### src/trace_params.svh
/* Sizing macros for the core register file, the trace FIFO
   and the trace timestamp */

`ifndef TRACE_PARAMS_SVH
`define TRACE_PARAMS_SVH

// Core register file
`define NUM_REGS 8

// Trace FIFO entries
`define TRACE_DEPTH 8

// Timestamp counter width in bits
`define TS_WIDTH 16

// Clock cycles per timestamp tick
`define TS_PRESCALE 4

`endif

### src/core_trace_pkg.sv
/* Shared types: opcode and trace state enums,
   retirement record and trace entry structs */

`default_nettype none
`include "trace_params.svh"

package core_trace_pkg;

  // Opcode in instruction bits 3:0, any other code traps
  typedef enum logic [3:0] {
    NOP = 4'h0,
    ADD = 4'h1,
    SUB = 4'h2,
    AND = 4'h3,
    OR  = 4'h4,
    XOR = 4'h5,
    LI  = 4'h6
  } op_e;

  typedef enum logic [1:0] {
    IDLE    = 2'd0,
    CAPTURE = 2'd1,
    STOPPED = 2'd2
  } trc_state_e;

  // One retired instruction, in the manner of an RVFI bundle
  typedef struct packed {
    logic                         valid;
    logic                         trap;
    logic [31:0]                  pc;
    logic [31:0]                  insn;
    logic [$clog2(`NUM_REGS)-1:0] rd_addr;
    logic [31:0]                  rd_wdata;
  } retire_t;

  // Captured trace record as stored in the FIFO
  typedef struct packed {
    logic [7:0]                   order;
    logic [`TS_WIDTH-1:0]         timestamp;
    logic                         trap;
    logic [31:0]                  pc;
    logic [31:0]                  insn;
    logic [$clog2(`NUM_REGS)-1:0] rd_addr;
    logic [31:0]                  rd_wdata;
  } trace_entry_t;

endpackage

`default_nettype wire

### src/core_top_tracing.sv
/* Top level: mini core plus tracer (timestamp, capture FSM,
   trace FIFO) joined by the retirement record */

`timescale 1ns/10ps
`default_nettype none
`include "trace_params.svh"

module core_top_tracing (
  input  logic                         clk_i,
  input  logic                         rst_i,
  input  logic [31:0]                  boot_addr_i,
  input  logic [31:0]                  instr_i,
  input  logic                         instr_valid_i,
  input  logic                         trace_start_i,
  input  logic                         trace_stop_i,
  input  logic                         trace_rd_i,
  output core_trace_pkg::trace_entry_t trace_entry_o,
  output logic                         trace_empty_o,
  output logic                         trace_overflow_o,
  output core_trace_pkg::trc_state_e   trace_state_o
);

  core_trace_pkg::retire_t      rvfi_retire;
  core_trace_pkg::trace_entry_t trace_entry;

  logic [7:0]           order;
  logic [`TS_WIDTH-1:0] timestamp;
  logic                 buf_push;
  logic                 buf_flush;
  logic                 buf_full;

  mini_core u_core (
    .clk_i,
    .rst_i,
    .boot_addr_i,
    .instr_i,
    .instr_valid_i,
    .retire_o      (rvfi_retire)
  );

  trace_timestamp u_ts (
    .clk_i,
    .rst_i,
    .retire_valid_i(rvfi_retire.valid),
    .order_o       (order),
    .timestamp_o   (timestamp)
  );

  // Order is the pre-increment value of the retiring cycle
  assign trace_entry = '{
    order:     order,
    timestamp: timestamp,
    trap:      rvfi_retire.trap,
    pc:        rvfi_retire.pc,
    insn:      rvfi_retire.insn,
    rd_addr:   rvfi_retire.rd_addr,
    rd_wdata:  rvfi_retire.rd_wdata
  };

  trace_ctrl_fsm u_ctrl (
    .clk_i,
    .rst_i,
    .start_i       (trace_start_i),
    .stop_i        (trace_stop_i),
    .retire_valid_i(rvfi_retire.valid),
    .buf_full_i    (buf_full),
    .push_o        (buf_push),
    .flush_o       (buf_flush),
    .overflow_o    (trace_overflow_o),
    .state_o       (trace_state_o)
  );

  trace_buffer u_buf (
    .clk_i,
    .rst_i,
    .flush_i(buf_flush),
    .push_i (buf_push),
    .entry_i(trace_entry),
    .pop_i  (trace_rd_i),
    .entry_o(trace_entry_o),
    .empty_o(trace_empty_o),
    .full_o (buf_full)
  );

endmodule

`default_nettype wire

### src/mini_core.sv
/* Minimal core: decode, register file, ALU and pc,
   one registered retirement record per instruction */

`timescale 1ns/10ps
`default_nettype none
`include "trace_params.svh"

module mini_core (
  input  logic                    clk_i,
  input  logic                    rst_i,
  input  logic [31:0]             boot_addr_i,
  input  logic [31:0]             instr_i,
  input  logic                    instr_valid_i,
  output core_trace_pkg::retire_t retire_o
);

  localparam int reg_aw = $clog2(`NUM_REGS);

  core_trace_pkg::op_e     op;
  core_trace_pkg::retire_t retire_d;
  core_trace_pkg::retire_t retire_q;

  logic [reg_aw-1:0] rd;
  logic [reg_aw-1:0] rs1;
  logic [reg_aw-1:0] rs2;
  logic [31:0]       imm;
  logic [31:0]       rs1_data;
  logic [31:0]       rs2_data;
  logic [31:0]       result;
  logic              writes_rd;
  logic              trap;
  logic              rd_nz_write;
  logic [31:0]       rf [`NUM_REGS];
  logic [31:0]       pc_q;

  // Instruction fields
  assign op  = core_trace_pkg::op_e'(instr_i[3:0]);
  assign rd  = instr_i[6:4];
  assign rs1 = instr_i[9:7];
  assign rs2 = instr_i[12:10];
  assign imm = {16'h0000, instr_i[31:16]};

  // r0 reads as zero
  assign rs1_data = (rs1 == '0) ? 32'h0 : rf[rs1];
  assign rs2_data = (rs2 == '0) ? 32'h0 : rf[rs2];

  always_comb begin
    result    = 32'h0;
    writes_rd = 1'b1;
    trap      = 1'b0;
    case (op)
      core_trace_pkg::NOP: writes_rd = 1'b0;
      core_trace_pkg::ADD: result = rs1_data + rs2_data;
      core_trace_pkg::SUB: result = rs1_data - rs2_data;
      core_trace_pkg::AND: result = rs1_data & rs2_data;
      core_trace_pkg::OR:  result = rs1_data | rs2_data;
      core_trace_pkg::XOR: result = rs1_data ^ rs2_data;
      core_trace_pkg::LI:  result = imm;
      default: begin
        writes_rd = 1'b0;
        trap      = 1'b1;
      end
    endcase
  end

  assign rd_nz_write = writes_rd && (rd != '0);

  // rd_addr follows the instruction, wdata is zero for r0 as in RVFI
  always_comb begin
    retire_d.valid    = 1'b1;
    retire_d.trap     = trap;
    retire_d.pc       = pc_q;
    retire_d.insn     = instr_i;
    retire_d.rd_addr  = writes_rd ? rd : '0;
    retire_d.rd_wdata = rd_nz_write ? result : 32'h0;
  end

  always_ff @(posedge clk_i) begin
    if (rst_i) begin
      for (int i = 0; i < `NUM_REGS; i++) begin
        rf[i] <= 32'h0;
      end
    end else if (instr_valid_i && rd_nz_write) begin
      rf[rd] <= result;
    end
  end

  always_ff @(posedge clk_i) begin
    if (rst_i) begin
      pc_q <= boot_addr_i;
    end else if (instr_valid_i) begin
      pc_q <= pc_q + 32'd4;
    end
  end

  // Payload only loads with a new instruction
  always_ff @(posedge clk_i) begin
    if (rst_i) begin
      retire_q.valid <= 1'b0;
    end else if (instr_valid_i) begin
      retire_q <= retire_d;
    end else begin
      retire_q.valid <= 1'b0;
    end
  end

  assign retire_o = retire_q;

  a_retire_after_instr: assert property (
    @(posedge clk_i) disable iff (rst_i) retire_o.valid |-> $past(instr_valid_i)
  ) else $error("retire valid without an instruction in the previous cycle");

endmodule

`default_nettype wire

### src/trace_buffer.sv
/* First-word-fall-through FIFO of trace entries
   with single-cycle flush */

`timescale 1ns/10ps
`default_nettype none
`include "trace_params.svh"

module trace_buffer (
  input  logic                         clk_i,
  input  logic                         rst_i,
  input  logic                         flush_i,
  input  logic                         push_i,
  input  core_trace_pkg::trace_entry_t entry_i,
  input  logic                         pop_i,
  output core_trace_pkg::trace_entry_t entry_o,
  output logic                         empty_o,
  output logic                         full_o
);

  localparam int ptr_w = (`TRACE_DEPTH > 1) ? $clog2(`TRACE_DEPTH) : 1;
  localparam int cnt_w = $clog2(`TRACE_DEPTH + 1);

  core_trace_pkg::trace_entry_t mem [`TRACE_DEPTH];

  logic [ptr_w-1:0] rptr_q;
  logic [ptr_w-1:0] wptr_q;
  logic [cnt_w-1:0] count_q;
  logic             do_push;
  logic             do_pop;

  function automatic logic [ptr_w-1:0] ptr_inc(input logic [ptr_w-1:0] p);
    return (p == ptr_w'(`TRACE_DEPTH - 1)) ? '0 : p + ptr_w'(1);
  endfunction

  assign empty_o = (count_q == '0);
  assign full_o  = (count_q == cnt_w'(`TRACE_DEPTH));
  assign do_push = push_i && !full_o;
  assign do_pop  = pop_i && !empty_o;

  // Oldest entry always visible at the head
  assign entry_o = mem[rptr_q];

  always_ff @(posedge clk_i) begin
    if (do_push) begin
      mem[wptr_q] <= entry_i;
    end
  end

  always_ff @(posedge clk_i) begin
    if (rst_i || flush_i) begin
      rptr_q  <= '0;
      wptr_q  <= '0;
      count_q <= '0;
    end else begin
      if (do_push) begin
        wptr_q <= ptr_inc(wptr_q);
      end
      if (do_pop) begin
        rptr_q <= ptr_inc(rptr_q);
      end
      case ({do_push, do_pop})
        2'b10:   count_q <= count_q + cnt_w'(1);
        2'b01:   count_q <= count_q - cnt_w'(1);
        default: count_q <= count_q;
      endcase
    end
  end

  a_count_bound: assert property (
    @(posedge clk_i) disable iff (rst_i) count_q <= cnt_w'(`TRACE_DEPTH)
  ) else $error("trace buffer occupancy above depth");

endmodule

`default_nettype wire

### src/trace_ctrl_fsm.sv
/* Trace capture FSM: start/stop control, push or drop
   decision per retirement, sticky overflow flag */

`timescale 1ns/10ps
`default_nettype none

module trace_ctrl_fsm (
  input  logic                       clk_i,
  input  logic                       rst_i,
  input  logic                       start_i,
  input  logic                       stop_i,
  input  logic                       retire_valid_i,
  input  logic                       buf_full_i,
  output logic                       push_o,
  output logic                       flush_o,
  output logic                       overflow_o,
  output core_trace_pkg::trc_state_e state_o
);

  core_trace_pkg::trc_state_e state_q;
  core_trace_pkg::trc_state_e state_d;

  logic capture_hit;
  logic drop;
  logic overflow_q;

  always_comb begin
    state_d = state_q;
    case (state_q)
      core_trace_pkg::IDLE,
      core_trace_pkg::STOPPED: begin
        if (start_i) begin
          state_d = core_trace_pkg::CAPTURE;
        end
      end
      core_trace_pkg::CAPTURE: begin
        if (stop_i && !start_i) begin
          state_d = core_trace_pkg::STOPPED;
        end
      end
      default: state_d = core_trace_pkg::IDLE;
    endcase
  end

  always_ff @(posedge clk_i) begin
    if (rst_i) begin
      state_q <= core_trace_pkg::IDLE;
    end else begin
      state_q <= state_d;
    end
  end

  // A retirement that coincides with a restart belongs to the old run
  assign capture_hit = (state_q == core_trace_pkg::CAPTURE) && retire_valid_i && !start_i;
  assign push_o      = capture_hit && !buf_full_i;
  assign drop        = capture_hit && buf_full_i;
  assign flush_o     = start_i;

  always_ff @(posedge clk_i) begin
    if (rst_i || start_i) begin
      overflow_q <= 1'b0;
    end else if (drop) begin
      overflow_q <= 1'b1;
    end
  end

  assign overflow_o = overflow_q;
  assign state_o    = state_q;

  a_no_push_when_full: assert property (
    @(posedge clk_i) disable iff (rst_i) push_o |-> !buf_full_i
  ) else $error("push into a full trace buffer");

  a_state_legal: assert property (
    @(posedge clk_i) disable iff (rst_i)
    state_q inside {core_trace_pkg::IDLE, core_trace_pkg::CAPTURE, core_trace_pkg::STOPPED}
  ) else $error("trace FSM in illegal state");

endmodule

`default_nettype wire

### src/trace_timestamp.sv
/* Prescaled trace timestamp and retirement order counter */

`timescale 1ns/10ps
`default_nettype none
`include "trace_params.svh"

module trace_timestamp (
  input  logic                 clk_i,
  input  logic                 rst_i,
  input  logic                 retire_valid_i,
  output logic [7:0]           order_o,
  output logic [`TS_WIDTH-1:0] timestamp_o
);

  localparam int presc_w = (`TS_PRESCALE > 1) ? $clog2(`TS_PRESCALE) : 1;

  logic [presc_w-1:0]   presc_q;
  logic                 tick;
  logic [7:0]           order_q;
  logic [`TS_WIDTH-1:0] ts_q;

  assign tick = (presc_q == presc_w'(`TS_PRESCALE - 1));

  always_ff @(posedge clk_i) begin
    if (rst_i || tick) begin
      presc_q <= '0;
    end else begin
      presc_q <= presc_q + presc_w'(1);
    end
  end

  // Wraps at TS_WIDTH bits
  always_ff @(posedge clk_i) begin
    if (rst_i) begin
      ts_q <= '0;
    end else if (tick) begin
      ts_q <= ts_q + `TS_WIDTH'(1);
    end
  end

  // Counts every retirement, captured or not
  always_ff @(posedge clk_i) begin
    if (rst_i) begin
      order_q <= 8'd0;
    end else if (retire_valid_i) begin
      order_q <= order_q + 8'd1;
    end
  end

  assign order_o     = order_q;
  assign timestamp_o = ts_q;

endmodule

`default_nettype wire
### config.mk
export PLATFORM = sky130hd
export DESIGN_NAME = core_top_tracing
export DESIGN_NICKNAME = d
export VERILOG_FILES = /design/src/core_trace_pkg.sv /design/src/core_top_tracing.sv /design/src/mini_core.sv /design/src/trace_buffer.sv /design/src/trace_ctrl_fsm.sv /design/src/trace_timestamp.sv
export VERILOG_INCLUDE_DIRS = /design/src /design/src/src
export SDC_FILE = /design/constraint.sdc
export NUM_CORES = 2
export LEC_CHECK = 0
export BUFFER_PORTS_ARGS = -buffer_cell sky130_fd_sc_hd__buf_2
export CORE_MARGIN = 10
export CORE_UTILIZATION = 54
export CTS_CLUSTER_DIAMETER = 30
export CTS_CLUSTER_SIZE = 12
export DETAILED_ROUTE_END_ITERATION = 8
export HOLD_SLACK_MARGIN = 0.08
export PLACE_DENSITY = 0.71
export SETUP_SLACK_MARGIN = 0.05
export SKIP_CTS_REPAIR_TIMING = 1
export SKIP_LAST_GASP = 1
export SLEW_MARGIN = 25
export SYNTH_ARGS = -nofsm -noshare
export SYNTH_HDL_FRONTEND = slang
export SYNTH_SLANG_ARGS = --single-unit
### constraint.sdc
create_clock -name clk_i -period 24.2 [get_ports clk_i]
set_input_delay 4.84 -clock clk_i [delete_from_list [all_inputs] [get_ports clk_i]]
set_output_delay 4.84 -clock clk_i [all_outputs]
set_load 0.005 [all_outputs]
==> reports/metrics.yaml <==
run_status:
  outcome: "finished clean"
synthesis:
  synth_top_family_by_area: "multiplexers"
  synth_adder_area_share_pct: 2.32
  synth.avg_cell_area_um2: 17.4
  ys_types: 66
  synth-simple-area-share_pct: 4.65
  ys.flop_type: "edfxtp_1"
  synth_mux_area_share_pct: 15.6
  netlist_instances: 3418
  synth-seq-cells: 1394
  synth-compound-area-share_pct: 4.34
  synth_xor_xnor_area_share_pct: 1.53
  ys_seq_area_share_pct: 69.8
  synth-edff-count: 1351
  ys_async_sr_fraction_pct: 0
  synthesis.area_um2: 59400
  synth_warnings: 0
global_route:
  grt_usage_pct: 24.1
  antenna_found_initial: 5
  grt_pass1_wl_mm: 222
  grt_remaining_overflow: 0
  grt_pass1_vias: 35000
  grt_max_degree: 102
cts:
  cts_buffer_depth: 4
  clock_latency_ns: 0.85
  cts_root_buf: "clkbuf_16"
  cts_buffers: 281
  cts_tree: "yes"
  clkTransAtPathRegs_ns: 0.05
  htreeDepth: 5
  clock-sinks: 1394
detailed_routing:
  route.vias.total: 33500
  wl_mm: 148
  drtIter0Drc: 3499
  drcViolationCount: 0
  via_per_inst: 6.19
  antenna_left: 0
  routedWlPerCell_um: 27.3
  firstDrtPassIters: 6
power:
  peakVddDrop_mv: 0.0737
  powerDensity_nw_per_um2: 94.4
  p_seq_share_pct: 40.4
  p_sw_uw: 1430
  p_leak_uw: 0.0244
  p_comb_share_pct: 4.4
  p_clk_share_pct: 55.2
  netSwitchingFraction_pct: 21.2
  p_int_uw: 5300
floorplanning:
  ios: 198
  initial_core_util_pct: 54.5
  die_area_um2: 124000
  fp.dieW_um: 352
  die_y_um: 352
  rows: 121
  coreArea_um2: 109000
worst_setup_path:
  r2r_cells: 19
  cp-start-kind: "primary input"
  worstPathArrival_ns: 11.40
  r2r_end: "u_core.retire_o[23]"
  critPathKind: "in -> reg"
  crit-reg2reg-launch: "u_core.rf[3][4]"
  critPathCaptureType: "flop"
  crit_fanout: 45
  crit_required_ns: 24.72
  regToRegSetupSlack_ns: 18.03
finish:
  seqCellArea_um2: 41400
  drive_gt1_share_pct: 30.2
  syn_to_final_growth_pct: 20.1
  final_core_utilization_pct: 65.4
  final_cell_count_no_fill: 5415
  fin_nets: 3975
  multi_input_area_um2: 17000
  nFillCells: 7208
  final_area_um2: 71300
hold_path:
  hp-start: "u_core.pc_q[1]"
  hold_depth: 0
  hold_end: "u_core.retire_o[68]"
  hp-class: "reg -> reg"
sta:
  worstMarginPinSlew_ns: 1.09
  whs_ns: 0.419
  slew_headroom_pct: 27.4
  fin_crit_ns: 10.89
  finalMaxSlewViolations: 0
  clock_skew_ns: 0.0427
  max_freq_mhz: 91.9
  finalHoldViolations: 0
  rsz0062_at_grt: "false"
  setup-violations-final: 0
  timing.final.crit_share_pct: 45.0
  tns_ns: 0
place:
  hpwl_mm: 82.4
  gp_congestion: 0.943
  placed_area_um2: 62100
  port_buffers: 197
  placedCellCount: 4922
run:
  max_cap_violations: 0
[cells in the mapped netlist, types with 18 or more instances]
| cell type | instances | area, µm² |
|---|---|---|
| edfxtp_1 | 1351 | 40600 |
| nor2_1 | 333 | 1250 |
| mux4_2 | 293 | 6600 |
| mux2_2 | 173 | 1950 |
| clkbuf_1 | 136 | 510 |
| nand2_1 | 123 | 462 |
| ha_1 | 107 | 1340 |
| o21ai_0 | 83 | 415 |
| inv_1 | 80 | 300 |
| a21oi_1 | 70 | 350 |
| xnor2_1 | 62 | 543 |
| mux2i_1 | 51 | 510 |
| a22oi_1 | 45 | 338 |
| dfxtp_1 | 43 | 861 |
| xor2_1 | 42 | 368 |
| a221oi_1 | 41 | 359 |
| o21a_1 | 36 | 270 |
| buf_1 | 34 | 128 |
| nand3_1 | 32 | 160 |
| a21o_1 | 25 | 188 |
| nor3_1 | 21 | 105 |
| and3_1 | 19 | 119 |
| and2_1 | 18 | 113 |
[worst max path at each step]
stage,from,endpoint,slack (ns)
floorplan,trace_start_i,u_buf.mem[1][0],5.06
global placement,instr_i[11],u_core.retire_o[23],12.68
detailed placement,instr_i[11],u_core.retire_o[23],12.56
CTS,instr_i[11],u_core.retire_o[23],13.41
global route,instr_i[11],u_core.retire_o[23],13.03
finish,instr_i[11],u_core.retire_o[23],13.31
[cell families after synthesis]
family	after synthesis
adders and majority gates	109
xor gates and xnor gates	104
DFF	1394
other	1
and+or+nand+nor	629
AOI/OAI and AO/OA	378
muxes	534
buffers and inverters	269
[worst max-delay path, stage by stage]
cell	delay [ns]
buf_4	0.52
buf_4	0.64
mux2_2	0.40
mux4_2	0.56
or4_4	0.56
nor4b_1	0.29
and4b_1	0.44
a21oi_1	0.14
xnor2_1	0.14
ha_1	0.39
a21oi_1	0.30
o22ai_1	0.12
a211oi_1	0.62
o21ai_0	0.21
xor2_1	0.18
a221oi_1	0.81
nor2_1	0.14
[layer usage]
metal  up-vias  global-route usage, %  wire length [µm]  share of wire (%)
met3       242                   5.84             14200                9.6
met1     17200                   32.3             58100                 39
met5         -                      0                 0                  0
met2      1662                   38.9             72300                 49
met4         0                   7.31              3280                2.2
li1      14400                      -                 -                  -
[cell type report]
class                           instances  area share [%]
Inverter                               81           0.426
Clock buffer                          316            10.3
Antenna cell                            1         0.00351
Clock inverter                        171            2.59
Sequential cell                      1394            58.1
Tap cell                             1414            2.48
Timing Repair Buffer                  281            2.29
Multi-Input combinational cell       1757            23.8
[power by group through the flow]
stage / clock network [µW] / logic [µW] / registers [µW]
after detailed placement: 0 / 287 / 2760
after CTS: 3750 / 290 / 2720
final: 3710 / 295 / 2720
after global routing: 3880 / 320 / 2730
after global placement: 0 / 284 / 2760
after floorplan: 0 / 196 / 2750
[flip-flops by register name, indices dropped and copies added, names as in the netlist, named ones only]
register / count
u_ts.presc_q: 2
u_core.retire_o: 101
u_core.pc_q: 32
u_ctrl.overflow_o: 1
u_core.rf: 227
u_buf.count_q: 4
u_ctrl.state_o: 2
u_ts.order_o: 8
u_buf.rptr_q: 3
u_buf.mem: 992
u_buf.wptr_q: 3
u_ts.timestamp_o: 16
[placed cells by master, fill, tap and decap left out, types with 12 or more instances in the layout]
cell	n
a21oi_1	70
edfxtp_1	1351
dfxtp_1	40
o21ai_0	83
inv_6	19
clkbuf_16	286
bufinv_16	33
mux4_2	293
nand3_1	32
a221oi_1	40
mux2i_1	51
nor2b_1	13
o21a_1	36
clkinv_4	21
clkinvlp_4	22
a21o_1	25
and2_1	18
ha_1	107
nor3_1	18
buf_4	79
xor2_1	42
a222oi_1	12
and3_1	19
a31oi_1	15
nor2_1	331
mux2_2	173
clkinv_1	39
inv_1	80
clkinv_2	36
nand2_1	123
clkbuf_1	26
nand4_1	14
a22oi_1	45
mux2_1	17
buf_2	195
xnor2_1	62
[stage by stage]
stage	power, µW	setup slack, ns
2_1_floorplan	2950	5.06
3_3_place_gp	3050	12.68
3_5_place_dp	3050	12.56
4_1_cts	6760	13.41
5_1_grt	6930	13.03
6_report	6730	13.31
(Power assumes the default switching activity.)
